**src/rvIsaPkg.sv**
```systemverilog
`default_nettype none

package rvIsaPkg;

    localparam int XLEN = 32;
    localparam int REG_AW = 5;
    localparam int NUM_REGS = 32;
    localparam int MEM_AW = 30;     // word address, byte offset dropped

    localparam int OPC_W = 5;       // instr[6:2]
    localparam int ALUOP_W = 4;
    localparam int F3_W = 3;

    // major opcodes, instr[6:2]
    typedef enum logic [OPC_W-1:0] {
        OP_LOAD   = 5'b00000,
        OP_IMM    = 5'b00100,
        OP_STORE  = 5'b01000,
        OP_REG    = 5'b01100,
        OP_BRANCH = 5'b11000
    } opcodeE;

    typedef enum logic [ALUOP_W-1:0] {
        ALU_ADD, ALU_SUB, ALU_AND, ALU_OR, ALU_XOR,
        ALU_SLT, ALU_SLL, ALU_SRL, ALU_SRA
    } aluOpE;

    localparam logic [F3_W-1:0] F3_ADDSUB = 3'b000;
    localparam logic [F3_W-1:0] F3_SLL    = 3'b001;
    localparam logic [F3_W-1:0] F3_SLT    = 3'b010;
    localparam logic [F3_W-1:0] F3_XOR    = 3'b100;
    localparam logic [F3_W-1:0] F3_SR     = 3'b101;   // srl / sra by funct7 bit 5
    localparam logic [F3_W-1:0] F3_OR     = 3'b110;
    localparam logic [F3_W-1:0] F3_AND    = 3'b111;
    localparam logic [F3_W-1:0] F3_BEQ    = 3'b000;
    localparam logic [F3_W-1:0] F3_BNE    = 3'b001;

    // addi x0, x0, 0
    localparam logic [XLEN-1:0] NOP_WORD = 32'h0000_0013;

endpackage

`default_nettype wire

```
**src/rvPipePkg.sv**
```systemverilog
`default_nettype none

package rvPipePkg;
    import rvIsaPkg::*;

    typedef struct packed {
        logic regWrite;
        logic memRead;
        logic memWrite;
        logic memToReg;
        logic aluSrc;
        logic [F3_W-1:0] aluOp;     // funct3, zero for memory ops
    } ctrlT;

    typedef struct packed {
        logic valid;
        logic [XLEN-1:0] pc;
        logic [XLEN-1:0] instr;
    } ifIdT;

    typedef struct packed {
        ctrlT ctrl;
        logic [REG_AW-1:0] rs1;
        logic [REG_AW-1:0] rs2;
        logic [REG_AW-1:0] rd;
        logic [XLEN-1:0] rData1;
        logic [XLEN-1:0] rData2;
        logic [XLEN-1:0] imm;
    } idExT;

    typedef struct packed {
        logic regWrite;
        logic memRead;
        logic memWrite;
        logic memToReg;
        logic [REG_AW-1:0] rd;
        logic [XLEN-1:0] aluOut;
        logic [XLEN-1:0] storeData;
    } exMemT;

    typedef struct packed {
        logic regWrite;
        logic memToReg;
        logic [REG_AW-1:0] rd;
        logic [XLEN-1:0] aluOut;
        logic [XLEN-1:0] loadData;
    } memWbT;

    // operand bypass, mem stage wins over wb stage
    function automatic logic [XLEN-1:0] fwdSelect(
        input logic [REG_AW-1:0] rs,
        input logic [XLEN-1:0] regVal,
        input logic memRegWrite,
        input logic [REG_AW-1:0] memRd,
        input logic [XLEN-1:0] memData,
        input logic wbRegWrite,
        input logic [REG_AW-1:0] wbRd,
        input logic [XLEN-1:0] wbData
    );
        if (memRegWrite && memRd != '0 && memRd == rs) begin
            return memData;
        end else if (wbRegWrite && wbRd != '0 && wbRd == rs) begin
            return wbData;
        end
        return regVal;
    endfunction

endpackage

`default_nettype wire
```
**src/bypassIf.sv**
```systemverilog
`timescale 1ns/1ns
`default_nettype none

interface bypassIf import rvIsaPkg::*; ();

    // mem stage, straight from EX/MEM
    logic memRegWrite;
    logic [REG_AW-1:0] memRd;
    logic [XLEN-1:0] memData;
    logic memIsLoad;        // memData is only the address then

    // wb stage, value already selected
    logic wbRegWrite;
    logic [REG_AW-1:0] wbRd;
    logic [XLEN-1:0] wbData;

    modport memSrc (output memRegWrite, memRd, memData, memIsLoad);

    modport wbSrc (output wbRegWrite, wbRd, wbData);

    modport sink (
        input memRegWrite, memRd, memData, memIsLoad,
        input wbRegWrite, wbRd, wbData
    );

endinterface

`default_nettype wire

```
**src/decodeStage.sv**
```systemverilog
`timescale 1ns/1ns
`default_nettype none

module decodeStage import rvIsaPkg::*, rvPipePkg::*; (
    input logic clk,
    input logic rst_n,
    input logic dStall,
    input ifIdT ifId,
    bypassIf.sink fwd,
    input logic [REG_AW-1:0] exRd,
    input logic exMemRead,
    input logic exRegWrite,
    input logic rfWen,
    input logic [REG_AW-1:0] rfRd,
    input logic [XLEN-1:0] rfData,
    output logic hazardStall,
    output logic branchTaken,
    output logic [XLEN-1:0] branchTarget,
    output idExT idEx
);

    logic [XLEN-1:0] instr;
    logic [REG_AW-1:0] rs1;
    logic [REG_AW-1:0] rs2;
    logic [REG_AW-1:0] rd;
    logic [F3_W-1:0] funct3;
    opcodeE opc;
    logic legal;
    logic isBranch;
    ctrlT ctrl;
    logic [XLEN-1:0] imm;
    logic [XLEN-1:0] rData1;
    logic [XLEN-1:0] rData2;
    logic [XLEN-1:0] cmpA;
    logic [XLEN-1:0] cmpB;
    logic exHit;
    logic memHit;
    logic loadUse;
    logic brExDep;
    logic brMemLoad;

    assign instr = ifId.instr;
    assign rs1 = instr[19:15];
    assign rs2 = instr[24:20];
    assign rd = instr[11:7];
    assign funct3 = instr[14:12];
    assign opc = opcodeE'(instr[6:2]);
    assign legal = ifId.valid && (instr[1:0] == 2'b11);
    assign isBranch = legal && (opc == OP_BRANCH);

    always_comb begin
        ctrl = '0;
        if (legal) begin
            case (opc)
                OP_REG: begin
                    ctrl.regWrite = 1'b1;
                    ctrl.aluOp = funct3;
                end
                OP_IMM: begin
                    ctrl.regWrite = 1'b1;
                    ctrl.aluSrc = 1'b1;
                    ctrl.aluOp = funct3;
                end
                OP_LOAD: begin
                    ctrl.regWrite = 1'b1;
                    ctrl.memRead = 1'b1;
                    ctrl.memToReg = 1'b1;
                    ctrl.aluSrc = 1'b1;
                end
                OP_STORE: begin
                    ctrl.memWrite = 1'b1;
                    ctrl.aluSrc = 1'b1;
                end
                default: ctrl = '0;     // branch or unknown
            endcase
        end
    end

    always_comb begin
        case (opc)
            OP_STORE: imm = {{20{instr[31]}}, instr[31:25], instr[11:7]};
            OP_BRANCH: imm = {{20{instr[31]}}, instr[7], instr[30:25], instr[11:8], 1'b0};
            // also R type so funct7 bit 5 lands at imm[10] for execute
            default: imm = {{20{instr[31]}}, instr[31:20]};
        endcase
    end

    regFile rf (
        .clk(clk),
        .rst_n(rst_n),
        .rs1(rs1),
        .rs2(rs2),
        .rfRd(rfRd),
        .rfWen(rfWen),
        .rfData(rfData),
        .rData1(rData1),
        .rData2(rData2)
    );

    assign cmpA = fwdSelect(rs1, rData1, fwd.memRegWrite, fwd.memRd, fwd.memData,
                            fwd.wbRegWrite, fwd.wbRd, fwd.wbData);
    assign cmpB = fwdSelect(rs2, rData2, fwd.memRegWrite, fwd.memRd, fwd.memData,
                            fwd.wbRegWrite, fwd.wbRd, fwd.wbData);

    assign exHit = exRd != '0 && (exRd == rs1 || exRd == rs2);
    assign memHit = fwd.memRd != '0 && (fwd.memRd == rs1 || fwd.memRd == rs2);
    assign loadUse = exMemRead && exHit;
    assign brExDep = isBranch && exRegWrite && exHit;     // alu or load still in EX
    assign brMemLoad = isBranch && fwd.memIsLoad && fwd.memRegWrite && memHit;
    assign hazardStall = legal && (loadUse || brExDep || brMemLoad);

    assign branchTarget = ifId.pc + imm;
    assign branchTaken = isBranch && !brExDep && !brMemLoad &&
                         ((funct3 == F3_BEQ && cmpA == cmpB) ||
                          (funct3 == F3_BNE && cmpA != cmpB));

    always_ff @(posedge clk) begin
        if (!rst_n) begin
            idEx.ctrl <= '0;
        end else if (!dStall) begin
            idEx.ctrl <= (hazardStall || branchTaken) ? '0 : ctrl;
            idEx.rs1 <= rs1;
            idEx.rs2 <= rs2;
            idEx.rd <= rd;
            idEx.rData1 <= rData1;
            idEx.rData2 <= rData2;
            idEx.imm <= imm;
        end
    end

    // branch stall terms must cover every hazard a branch can see
    noStallRedirect: assert property (@(posedge clk) disable iff (!rst_n)
        !(hazardStall && branchTaken));

endmodule

`default_nettype wire

```
**src/executeStage.sv**
```systemverilog
`timescale 1ns/1ns
`default_nettype none

module executeStage import rvIsaPkg::*, rvPipePkg::*; (
    input logic clk,
    input logic rst_n,
    input logic dStall,
    input idExT idEx,
    bypassIf.sink fwd,
    bypassIf.memSrc byp,
    output logic [REG_AW-1:0] exRd,
    output logic exMemRead,
    output logic exRegWrite,
    output exMemT exMem,
    output logic dRen,
    output logic dWen,
    output logic [MEM_AW-1:0] dAddr,
    output logic [XLEN-1:0] dWdata
);

    logic [XLEN-1:0] opA;
    logic [XLEN-1:0] rs2Val;
    logic [XLEN-1:0] opB;
    logic [XLEN-1:0] aluOut;
    aluOpE op;

    assign opA = fwdSelect(idEx.rs1, idEx.rData1, fwd.memRegWrite, fwd.memRd, fwd.memData,
                           fwd.wbRegWrite, fwd.wbRd, fwd.wbData);
    assign rs2Val = fwdSelect(idEx.rs2, idEx.rData2, fwd.memRegWrite, fwd.memRd, fwd.memData,
                              fwd.wbRegWrite, fwd.wbRd, fwd.wbData);
    assign opB = idEx.ctrl.aluSrc ? idEx.imm : rs2Val;

    // imm[10] is funct7 bit 5 for R type and shift immediates
    always_comb begin
        case (idEx.ctrl.aluOp)
            F3_ADDSUB: op = (!idEx.ctrl.aluSrc && idEx.imm[10]) ? ALU_SUB : ALU_ADD;
            F3_SLL: op = ALU_SLL;
            F3_SLT: op = ALU_SLT;
            F3_XOR: op = ALU_XOR;
            F3_SR: op = idEx.imm[10] ? ALU_SRA : ALU_SRL;
            F3_OR: op = ALU_OR;
            F3_AND: op = ALU_AND;
            default: op = ALU_ADD;      // sltu not supported
        endcase
    end

    always_comb begin
        case (op)
            ALU_ADD: aluOut = opA + opB;
            ALU_SUB: aluOut = opA - opB;
            ALU_AND: aluOut = opA & opB;
            ALU_OR: aluOut = opA | opB;
            ALU_XOR: aluOut = opA ^ opB;
            ALU_SLT: aluOut = {31'b0, $signed(opA) < $signed(opB)};
            ALU_SLL: aluOut = opA << opB[4:0];
            ALU_SRL: aluOut = opA >> opB[4:0];
            ALU_SRA: aluOut = $signed(opA) >>> opB[4:0];
            default: aluOut = '0;
        endcase
    end

    assign exRd = idEx.rd;
    assign exMemRead = idEx.ctrl.memRead;
    assign exRegWrite = idEx.ctrl.regWrite;

    always_ff @(posedge clk) begin
        if (!rst_n) begin
            exMem.regWrite <= 1'b0;
            exMem.memRead <= 1'b0;
            exMem.memWrite <= 1'b0;
            exMem.memToReg <= 1'b0;
        end else if (!dStall) begin
            exMem.regWrite <= idEx.ctrl.regWrite;
            exMem.memRead <= idEx.ctrl.memRead;
            exMem.memWrite <= idEx.ctrl.memWrite;
            exMem.memToReg <= idEx.ctrl.memToReg;
            exMem.rd <= idEx.rd;
            exMem.aluOut <= aluOut;
            exMem.storeData <= rs2Val;
        end
    end

    assign dRen = exMem.memRead;
    assign dWen = exMem.memWrite;
    assign dAddr = exMem.aluOut[XLEN-1:XLEN-MEM_AW];
    assign dWdata = exMem.storeData;

    assign byp.memRegWrite = exMem.regWrite;
    assign byp.memRd = exMem.rd;
    assign byp.memData = exMem.aluOut;
    assign byp.memIsLoad = exMem.memRead;

    dPortExclusive: assert property (@(posedge clk) disable iff (!rst_n) !(dRen && dWen));

endmodule

`default_nettype wire

```
**src/fetchStage.sv**
```systemverilog
`timescale 1ns/1ns
`default_nettype none

module fetchStage import rvIsaPkg::*, rvPipePkg::*; (
    input logic clk,
    input logic rst_n,
    input logic iStall,
    input logic dStall,
    input logic hazardStall,
    input logic branchTaken,
    input logic [XLEN-1:0] branchTarget,
    input logic [XLEN-1:0] iRdata,
    output logic [MEM_AW-1:0] iAddr,
    output ifIdT ifId
);

    logic [XLEN-1:0] pc;
    logic [XLEN-1:0] pcPlus4;

    assign pcPlus4 = pc + 32'd4;
    assign iAddr = pc[XLEN-1:XLEN-MEM_AW];

    always_ff @(posedge clk) begin
        if (!rst_n) begin
            pc <= '0;
            ifId.valid <= 1'b0;
            ifId.instr <= NOP_WORD;
        end else if (!dStall && !hazardStall) begin
            if (branchTaken || iStall) begin
                // younger slot dropped, or nothing fetched yet
                pc <= branchTaken ? branchTarget : pc;
                ifId.valid <= 1'b0;
                ifId.pc <= pc;
                ifId.instr <= NOP_WORD;
            end else begin
                pc <= pcPlus4;
                ifId.valid <= 1'b1;
                ifId.pc <= pc;
                ifId.instr <= iRdata;
            end
        end
    end

endmodule

`default_nettype wire

```
**src/memWbStage.sv**
```systemverilog
`timescale 1ns/1ns
`default_nettype none

module memWbStage import rvIsaPkg::*, rvPipePkg::*; (
    input logic clk,
    input logic rst_n,
    input logic dStall,
    input exMemT exMem,
    input logic [XLEN-1:0] dRdata,
    bypassIf.wbSrc byp,
    output logic rfWen,
    output logic [REG_AW-1:0] rfRd,
    output logic [XLEN-1:0] rfData
);

    memWbT memWb;

    always_ff @(posedge clk) begin
        if (!rst_n) begin
            memWb.regWrite <= 1'b0;
            memWb.memToReg <= 1'b0;
        end else if (!dStall) begin     // dRdata only good without stall
            memWb.regWrite <= exMem.regWrite;
            memWb.memToReg <= exMem.memToReg;
            memWb.rd <= exMem.rd;
            memWb.aluOut <= exMem.aluOut;
            memWb.loadData <= dRdata;
        end
    end

    assign rfWen = memWb.regWrite;
    assign rfRd = memWb.rd;
    assign rfData = memWb.memToReg ? memWb.loadData : memWb.aluOut;

    assign byp.wbRegWrite = rfWen;
    assign byp.wbRd = rfRd;
    assign byp.wbData = rfData;

endmodule

`default_nettype wire

```
**src/regFile.sv**
```systemverilog
`timescale 1ns/1ns
`default_nettype none

module regFile import rvIsaPkg::*; (
    input logic clk,
    input logic rst_n,
    input logic [REG_AW-1:0] rs1,
    input logic [REG_AW-1:0] rs2,
    input logic [REG_AW-1:0] rfRd,
    input logic rfWen,
    input logic [XLEN-1:0] rfData,
    output logic [XLEN-1:0] rData1,
    output logic [XLEN-1:0] rData2
);

    logic [XLEN-1:0] regs [NUM_REGS];

    always_ff @(posedge clk) begin
        if (!rst_n) begin
            for (int i = 0; i < NUM_REGS; i++) begin
                regs[i] <= '0;
            end
        end else if (rfWen && rfRd != '0) begin
            regs[rfRd] <= rfData;
        end
    end

    // same-cycle write shows through
    assign rData1 = (rfWen && rfRd != '0 && rfRd == rs1) ? rfData : regs[rs1];
    assign rData2 = (rfWen && rfRd != '0 && rfRd == rs2) ? rfData : regs[rs2];

    // x0 reads zero even while being written
    x0Zero: assert property (@(posedge clk) disable iff (!rst_n)
        (rs1 != '0 || rData1 == '0) && (rs2 != '0 || rData2 == '0));

endmodule

`default_nettype wire

```
**src/rvCore.sv**
```systemverilog
`timescale 1ns/1ns
`default_nettype none

module rvCore import rvIsaPkg::*, rvPipePkg::*; (
    input logic clk,
    input logic rst_n,
    output logic [MEM_AW-1:0] iAddr,
    input logic [XLEN-1:0] iRdata,
    input logic iStall,
    output logic dRen,
    output logic dWen,
    output logic [MEM_AW-1:0] dAddr,
    output logic [XLEN-1:0] dWdata,
    input logic [XLEN-1:0] dRdata,
    input logic dStall
);

    ifIdT ifId;
    idExT idEx;
    exMemT exMem;
    logic hazardStall;
    logic branchTaken;
    logic [XLEN-1:0] branchTarget;
    logic [REG_AW-1:0] exRd;
    logic exMemRead;
    logic exRegWrite;
    logic rfWen;
    logic [REG_AW-1:0] rfRd;
    logic [XLEN-1:0] rfData;

    bypassIf byp ();

    fetchStage fetch (
        .clk(clk), .rst_n(rst_n), .iStall(iStall), .dStall(dStall),
        .hazardStall(hazardStall), .branchTaken(branchTaken), .branchTarget(branchTarget),
        .iRdata(iRdata), .iAddr(iAddr), .ifId(ifId)
    );

    decodeStage decode (
        .clk(clk), .rst_n(rst_n), .dStall(dStall), .ifId(ifId), .fwd(byp),
        .exRd(exRd), .exMemRead(exMemRead), .exRegWrite(exRegWrite),
        .rfWen(rfWen), .rfRd(rfRd), .rfData(rfData),
        .hazardStall(hazardStall), .branchTaken(branchTaken),
        .branchTarget(branchTarget), .idEx(idEx)
    );

    executeStage execute (
        .clk(clk), .rst_n(rst_n), .dStall(dStall), .idEx(idEx), .fwd(byp), .byp(byp),
        .exRd(exRd), .exMemRead(exMemRead), .exRegWrite(exRegWrite), .exMem(exMem),
        .dRen(dRen), .dWen(dWen), .dAddr(dAddr), .dWdata(dWdata)
    );

    memWbStage memWb (
        .clk(clk), .rst_n(rst_n), .dStall(dStall), .exMem(exMem), .dRdata(dRdata),
        .byp(byp), .rfWen(rfWen), .rfRd(rfRd), .rfData(rfData)
    );

endmodule

`default_nettype wire

```
**config.mk**
```make
export PLATFORM = sky130hd
export DESIGN_NAME = rvCore
export DESIGN_NICKNAME = d
export VERILOG_FILES = /design/src/rvIsaPkg.sv /design/src/rvPipePkg.sv /design/src/bypassIf.sv /design/src/decodeStage.sv /design/src/executeStage.sv /design/src/fetchStage.sv /design/src/memWbStage.sv /design/src/regFile.sv /design/src/rvCore.sv
export SDC_FILE = /design/constraint.sdc
export NUM_CORES = 2
export LEC_CHECK = 0
export BUFFER_PORTS_ARGS = -buffer_cell sky130_fd_sc_hd__buf_4
export CAP_MARGIN = 20
export CELL_PAD_IN_SITES_DETAIL_PLACEMENT = 0
export CELL_PAD_IN_SITES_GLOBAL_PLACEMENT = 1
export CORE_MARGIN = 2
export CORE_UTILIZATION = 47
export CTS_CLUSTER_DIAMETER = 120
export DETAILED_ROUTE_END_ITERATION = 6
export GPL_TIMING_DRIVEN = 0
export PLACE_DENSITY_LB_ADDON = 0.1
export SYNTH_ARGS = -nofsm -noshare
export SYNTH_HDL_FRONTEND = slang
export SYNTH_SLANG_ARGS = --single-unit
export TNS_END_PERCENT = 10
```
**constraint.sdc**
```tcl
create_clock -name clk -period 12.45 [get_ports clk]
set_clock_uncertainty 0.05 [all_clocks]
set_input_delay 0 -clock clk [delete_from_list [all_inputs] [get_ports clk]]
set_output_delay 0 -clock clk [all_outputs]
set_load 0.01 [all_outputs]
```
# Yosys cells after proc, flatten, opt, wreduce, memory -nomap -nowiden

Memories as Yosys holds them, arrays and structs flattened. A register that Yosys moved wholly into a read port is not among the register bits.
Cells that the tools add are included.

Memories: 1
RAM bits: 1024
Logic and storage cells: 178
Register bits: 341
Input port bits: 68
Output and inout bits: 94

Memory list:

| name           | words | width | rd ports | clocked after memory_dff | write ports | line          | RTL |
|---|---|---|---|---|---|---|---|
| decode.rf.regs | 32    | 32    | 2        | 2                        | 32          | regFile.sv:16 | `logic [XLEN-1:0] regs [NUM_REGS];` |

Eq/ne operators: 33
Magnitude comparators: 1
Muxes and demuxes: 50
$add $sub $neg: 4
Bitwise gates (word level): 4
Reduce and logical (&&, ||, !) cells: 54
Shift operators: 3

Operator list:

| kind                    | count |
|---|---|
| $mux W32                | 19 |
| $pmux W32 S9            | 1 |
| $mux W65                | 1 |
| $add A32 B32 Y32        | 2 |
| $eq A5 B5 Y1            | 10 |
| $add A32 B3 Y32 const B | 1 |
| $and A32 B32 Y32        | 1 |
| $eq A32 B32 Y1          | 1 |
| $lt A32 B32 Y1          | 1 |
| $ne A32 B32 Y1          | 1 |
| $or A32 B32 Y32         | 1 |
| $reduce_or A32 Y1       | 1 |
| $shl A32 B5 Y32         | 1 |
| $shr A32 B5 Y32         | 1 |
| $sshr A32 B5 Y32        | 1 |
| $sub A32 B32 Y32        | 1 |
| $xor A32 B32 Y32        | 1 |
| $logic_and A1 B1 Y1     | 28 |
| $pmux W4 S7             | 1 |
| $mux W5                 | 5 |
| $pmux W12 S2            | 1 |
| $mux W1                 | 18 |
| $eq A4 B3 Y1 const B    | 4 |
| $mux W8                 | 2 |
| other kinds (23)        | 45 |

# Depth between registers and ports, before layout

Depth in word-level cells: 14
Gate-level depth with buffers: 28
Mapped depth without buffers: 24

# Cells and area by module

Synthesis repeated with hierarchy kept, for this count alone.

Cell total of the unflattened synthesis: 6806
Area total of the unflattened synthesis: 82575.4 µm²

By module, submodules not included:

| module       | instances | cells an instance | sequential area each (µm²) | area an instance (µm²) |
|---|---|---|---|---|
| regFile      | 1         | 3499              | 30749.5                    | 53612.7 |
| executeStage | 1         | 1927              | 2152.1                     | 14259.9 |
| decodeStage  | 1         | 772               | 2902.8                     | 7267.0 |
| fetchStage   | 1         | 453               | 2262.2                     | 4418.0 |
| memWbStage   | 1         | 155               | 2112.0                     | 3017.9 |

# Least setup slack after synthesis

OpenSTA, ideal clock, no wires.

Path type: input to register
Start point: in rst_n
End point: reg decode.idEx[0] (netlist name)
Cell stages on the path: 5
Library setup time: 0.822 ns
Path slack: 0.628 ns
Data arrival time: 10.949 ns
Cells stage by stage: clkbuf_1 inv_1 clkbuf_1 clkbuf_1 nor2_1

Longest elaborated chain between the ends: 1

Ends and longest elaborated chain:

| element                     | line        | RTL |
|---|---|---|
| start, declared             | rvCore.sv:6 | `input logic rst_n,` |
| $reduce_and A2 Y1 (no line) | n/a         |  |

Every way passes these cells.
A chain may end at the register's enable or synchronous reset.

# Final worst setup path

Start point: reg memWb.memWb[69] in the netlist's numbering
End point: reg execute.byp.memData[31] (netlist name)

Longest elaborated chain between the ends: 7

Ends and longest elaborated chain:

| element                                        | line               | RTL |
|---|---|---|
| start, declared                                | memWbStage.sv:16   | `memWbT memWb;` |
| $mux W32 (*)                                   | memWbStage.sv:33   | `assign rfData = memWb.memToReg ? memWb.loadData : memWb.aluOut;` |
| $mux W32 (*)                                   | rvPipePkg.sv:62    | `end else if (wbRegWrite && wbRd != '0 && wbRd == rs) begin` |
| $mux W32 (*)                                   | rvPipePkg.sv:60    | `if (memRegWrite && memRd != '0 && memRd == rs) begin` |
| $mux W32 (*)                                   | rvPipePkg.sv:65    | `return regVal;` |
| net execute.rs2Val[2]                          | executeStage.sv:22 | `logic [XLEN-1:0] rs2Val;` |
| $mux W32 (*)                                   | executeStage.sv:31 | `assign opB = idEx.ctrl.aluSrc ? idEx.imm : rs2Val;` |
| $sub A32 B32 Y32, or another cell as far along | executeStage.sv:50 | `ALU_SUB: aluOut = opA - opB;` |
| $pmux W32 S9 (*)                               | executeStage.sv:48 | `case (op)` |
| net execute.aluOut[31]                         | executeStage.sv:24 | `logic [XLEN-1:0] aluOut;` |

The timed path passes the listed nets; every way through them passes the cells marked *. The select of a mux whose other input is x is not followed.

==> reports/results.ini <==
[critical_path]
path_buf_inv = 7
cpPeakStageDelay_ps = 900
arrival_ps = 11620
setup.worst_path.class = flip-flop to flip-flop
crit_path_top_delay_cell = clkbuf_1
end_kind = flip-flop
path_delay_family = compound AO/OA/AOI/OAI gates
path_common_cell = o21ai_0
worstPathCellList = buf_2, buf_2, buf_2, mux2i_1, nor3_1, a221o_1, mux2i_1, clkbuf_1, buf_1, clkbuf_1, ha_1, o21ai_0, a21oi_1, o21ai_0, a21oi_1, o21bai_1, a2111oi_0, buf_1, o21ai_0, a21oi_1, o211ai_1, a31oi_1, a211oi_1, o21ai_0
start_kind = flip-flop
cp.required_ps = 12930
path_max_fanout = 11

[drt]
viasPerCell = 7.265
drcViolationCount = 4
drt-total-wl_um = 443900
routedWlPerCell_um = 44.61
first_pass_iters = 7
drt_iter0_markers = 15180
ant_nets = 0
detailroute.via_count = 72290

[cts]
cts_buffer_depth = 3
clock_latency_ps = 880
root_buffer = clkbuf_16
cts_setup_buffers = 0
cts_made_buffers = 156
clk_pin_slew_ps = 60
cts-resized-gates = 0
tritoncts = yes
clock-sinks = 1373
ctsHtreeMaxLevel = 4

[layout]
area_delta_synth_final_pct = 16.25
fillerInstances = 14520
drive_gt1_share_pct = 16.33
layout_commonest_cell = nor2_1
fin_nets = 7798
area.sequential_sq_um = 40360
final_cells = 9951
multi_input_area_sq_um = 35340
mostFrequentLayoutCells = nor2_1 (1,304), edfxtp_1 (1,286), mux2i_1 (593)

[synth]
synthArstFlopShare_pct = 0
synth-compound-area-share_pct = 11.32
synth-simple-area-share_pct = 11.69
synthCells = 6977
synthMuxAreaShare_pct = 17.74
synth_top_family_by_area = multiplexers
synth_top_area_cell = edfxtp_1
yosys_most_used_dff = edfxtp_1
synthAdderAreaFrac_pct = 2.112
yosys_warnings = 0
synthXorXnorAreaFrac_pct = 1.259
syn_avg_cell_area_sq_um = 11.36
synth_area_leaders = edfxtp_1 (49%), mux4_2 (9.5%), mux2i_1 (7.6%)
synth_top_area_share_pct = 48.71
netlist_area_sq_um = 79270
yosysSeqAreaShare_pct = 50.91
ys_ff_latch = 1373
ys_types = 103
synth_edf_count = 1286

[timing]
rsz0062_at_grt = no
hold_viol = 0
slew_headroom_pct = 4.184
max_freq_mhz = 89.72
setup_viol = 0
min_period_ps = 11150
drv_slew = 0
timing.hold.ws_ps = 35.99
finalCritPeriodShare_pct = 89.52
setup_slack_ps = 1304
worst_pin_slew_ps = 1437

[status]
violations = design-rule violations
status = finished with violations

[die]
rows = 150
core_sq_um = 167400
die_h_um = 414.7
die-area_sq_um = 172000
pin_count = 162
start_util_pct = 47.35
die-width_um = 414.7

[placed_design]
io_buffers = 159
post-place-cells = 9488
preCtsSetupSlack_ps = 1856
place.gp.congestion = 1.104
dp_hpwl_um = 328200

[pwr]
vdd.ir_drop.worst_mv = 0.1675
p_total_mw = 12.36
p_leak_nw = 33.69
power.density_nw_per_um2 = 134.1

[global_route]
grt_max_degree = 38
track_usage_pct = 50.19
grt_pass1_wl_um = 576900
grt_antenna_before_repair = 52
grt_pass1_vias = 65660
overflow = 0

[min_path]
hold_path_class = input port to flip-flop

[job]
cap_violations = 0

## cell usage after synthesis (58+ instances only)
cell / count
buf_2: 110
inv_1: 194
o22ai_1: 63
dfxtp_1: 87
mux2i_1: 605
o21ai_0: 283
a21oi_1: 247
xnor2_1: 75
ha_1: 129
o221ai_1: 58
a22oi_1: 196
edfxtp_1: 1286
clkbuf_1: 381
nand2_1: 420
mux4_2: 336
nor3_1: 60
nand3_1: 169
nor2_1: 1309
buf_4: 114
o211ai_1: 59
## final cells by class
class / count / share of cell area [%]
clock buffer: 195 / 4.531
buffer: 655 / 3.460
inverter: 202 / 0.8228
multi-input combinational: 4778 / 38.34
tap: 2204 / 2.992
timing repair buffer: 432 / 4.986
antenna: 25 / 0.06789
sequential: 1373 / 43.80
clock inverter: 87 / 1.002
## report_power, final
part / total (mW) / switching, mW / internal [mW]
Sequential: 5.39 / 0.148 / 5.24
Combinational: 2.19 / 1.52 / 0.668
Clock: 4.77 / 2.08 / 2.69
## path summary, 6_finish.rpt
kind / end / from / slack, ps / depth (start not counted)
worst max register to register: execute.byp.memData[31] / memWb.memWb[69] / 1300 / 24
worst min-delay path: flip-flop / iRdata[22] / 40 / 4
worst min register to register: decode.idEx[102] / fetch.ifId[21] / 370 / 0
worst max-delay path: execute.byp.memData[31] / memWb.memWb[69] / 1300 / 24
## sequential cells by signal, indices dropped and copies added, names as in the netlist, named ones only
signal and count:
decode.rf.regs 1024, execute.byp.memRegWrite 1, memWb.memWb 65, execute.byp.memRd 5, memWb.byp.wbRegWrite 1, fetch.pc 32, fetch.ifId 65, execute.dWdata 32
execute.byp.memData 32, memWb.byp.wbRd 5, execute.exMem 1, decode.idEx 99, execute.dWen 1
## cells by family (layout without fill, tap and decap cells)
| family | Yosys count | count (layout) |
|---|---|---|
| and+or+nand+nor | 2197 | 2197 |
| DFF | 1373 | 1373 |
| AOI/OAI and AO/OA | 1323 | 1323 |
| muxes | 980 | 980 |
| buffers and inverters | 857 | 1571 |
| adders and majority gates | 132 | 132 |
| xor gates and xnor gates | 114 | 114 |
| other | 1 | 57 |
## metrics by stage
step | util, % | area, sq um | setup TNS (ps)
floorplan | - | 79390 | 0
global placement | 49.78 | 83340 | -1963740
detailed placement | 51.00 | 85380 | 0
CTS | 54.84 | 91810 | 0
global route | 55.01 | 92090 | 0
finish | 55.05 | 92150 | 0
## tightest hold or removal path, stage by stage
cell and delay (ps):
dlygate4sd3_1 530, buf_4 130, nand3_1 80, a21oi_1 100
## per-layer routing
layer  share of wire [%]  vias up  track usage [%]  wire length [um]
li1                    -    27320                -                 -
met1                  36    35930            64.87            157800
met2                  38     7366            65.51            169500
met3                  18     1637            24.96             78820
met4                 8.4       36            33.03             37190
met5                0.14        -            1.278               622
## repair_timing
item,CTS,global route
endpoints found under the hold margin,108,0
hold buffers,133,0
setup endpoints to repair,0,0
No activity file was read; power rests on OpenSTA's default activity.
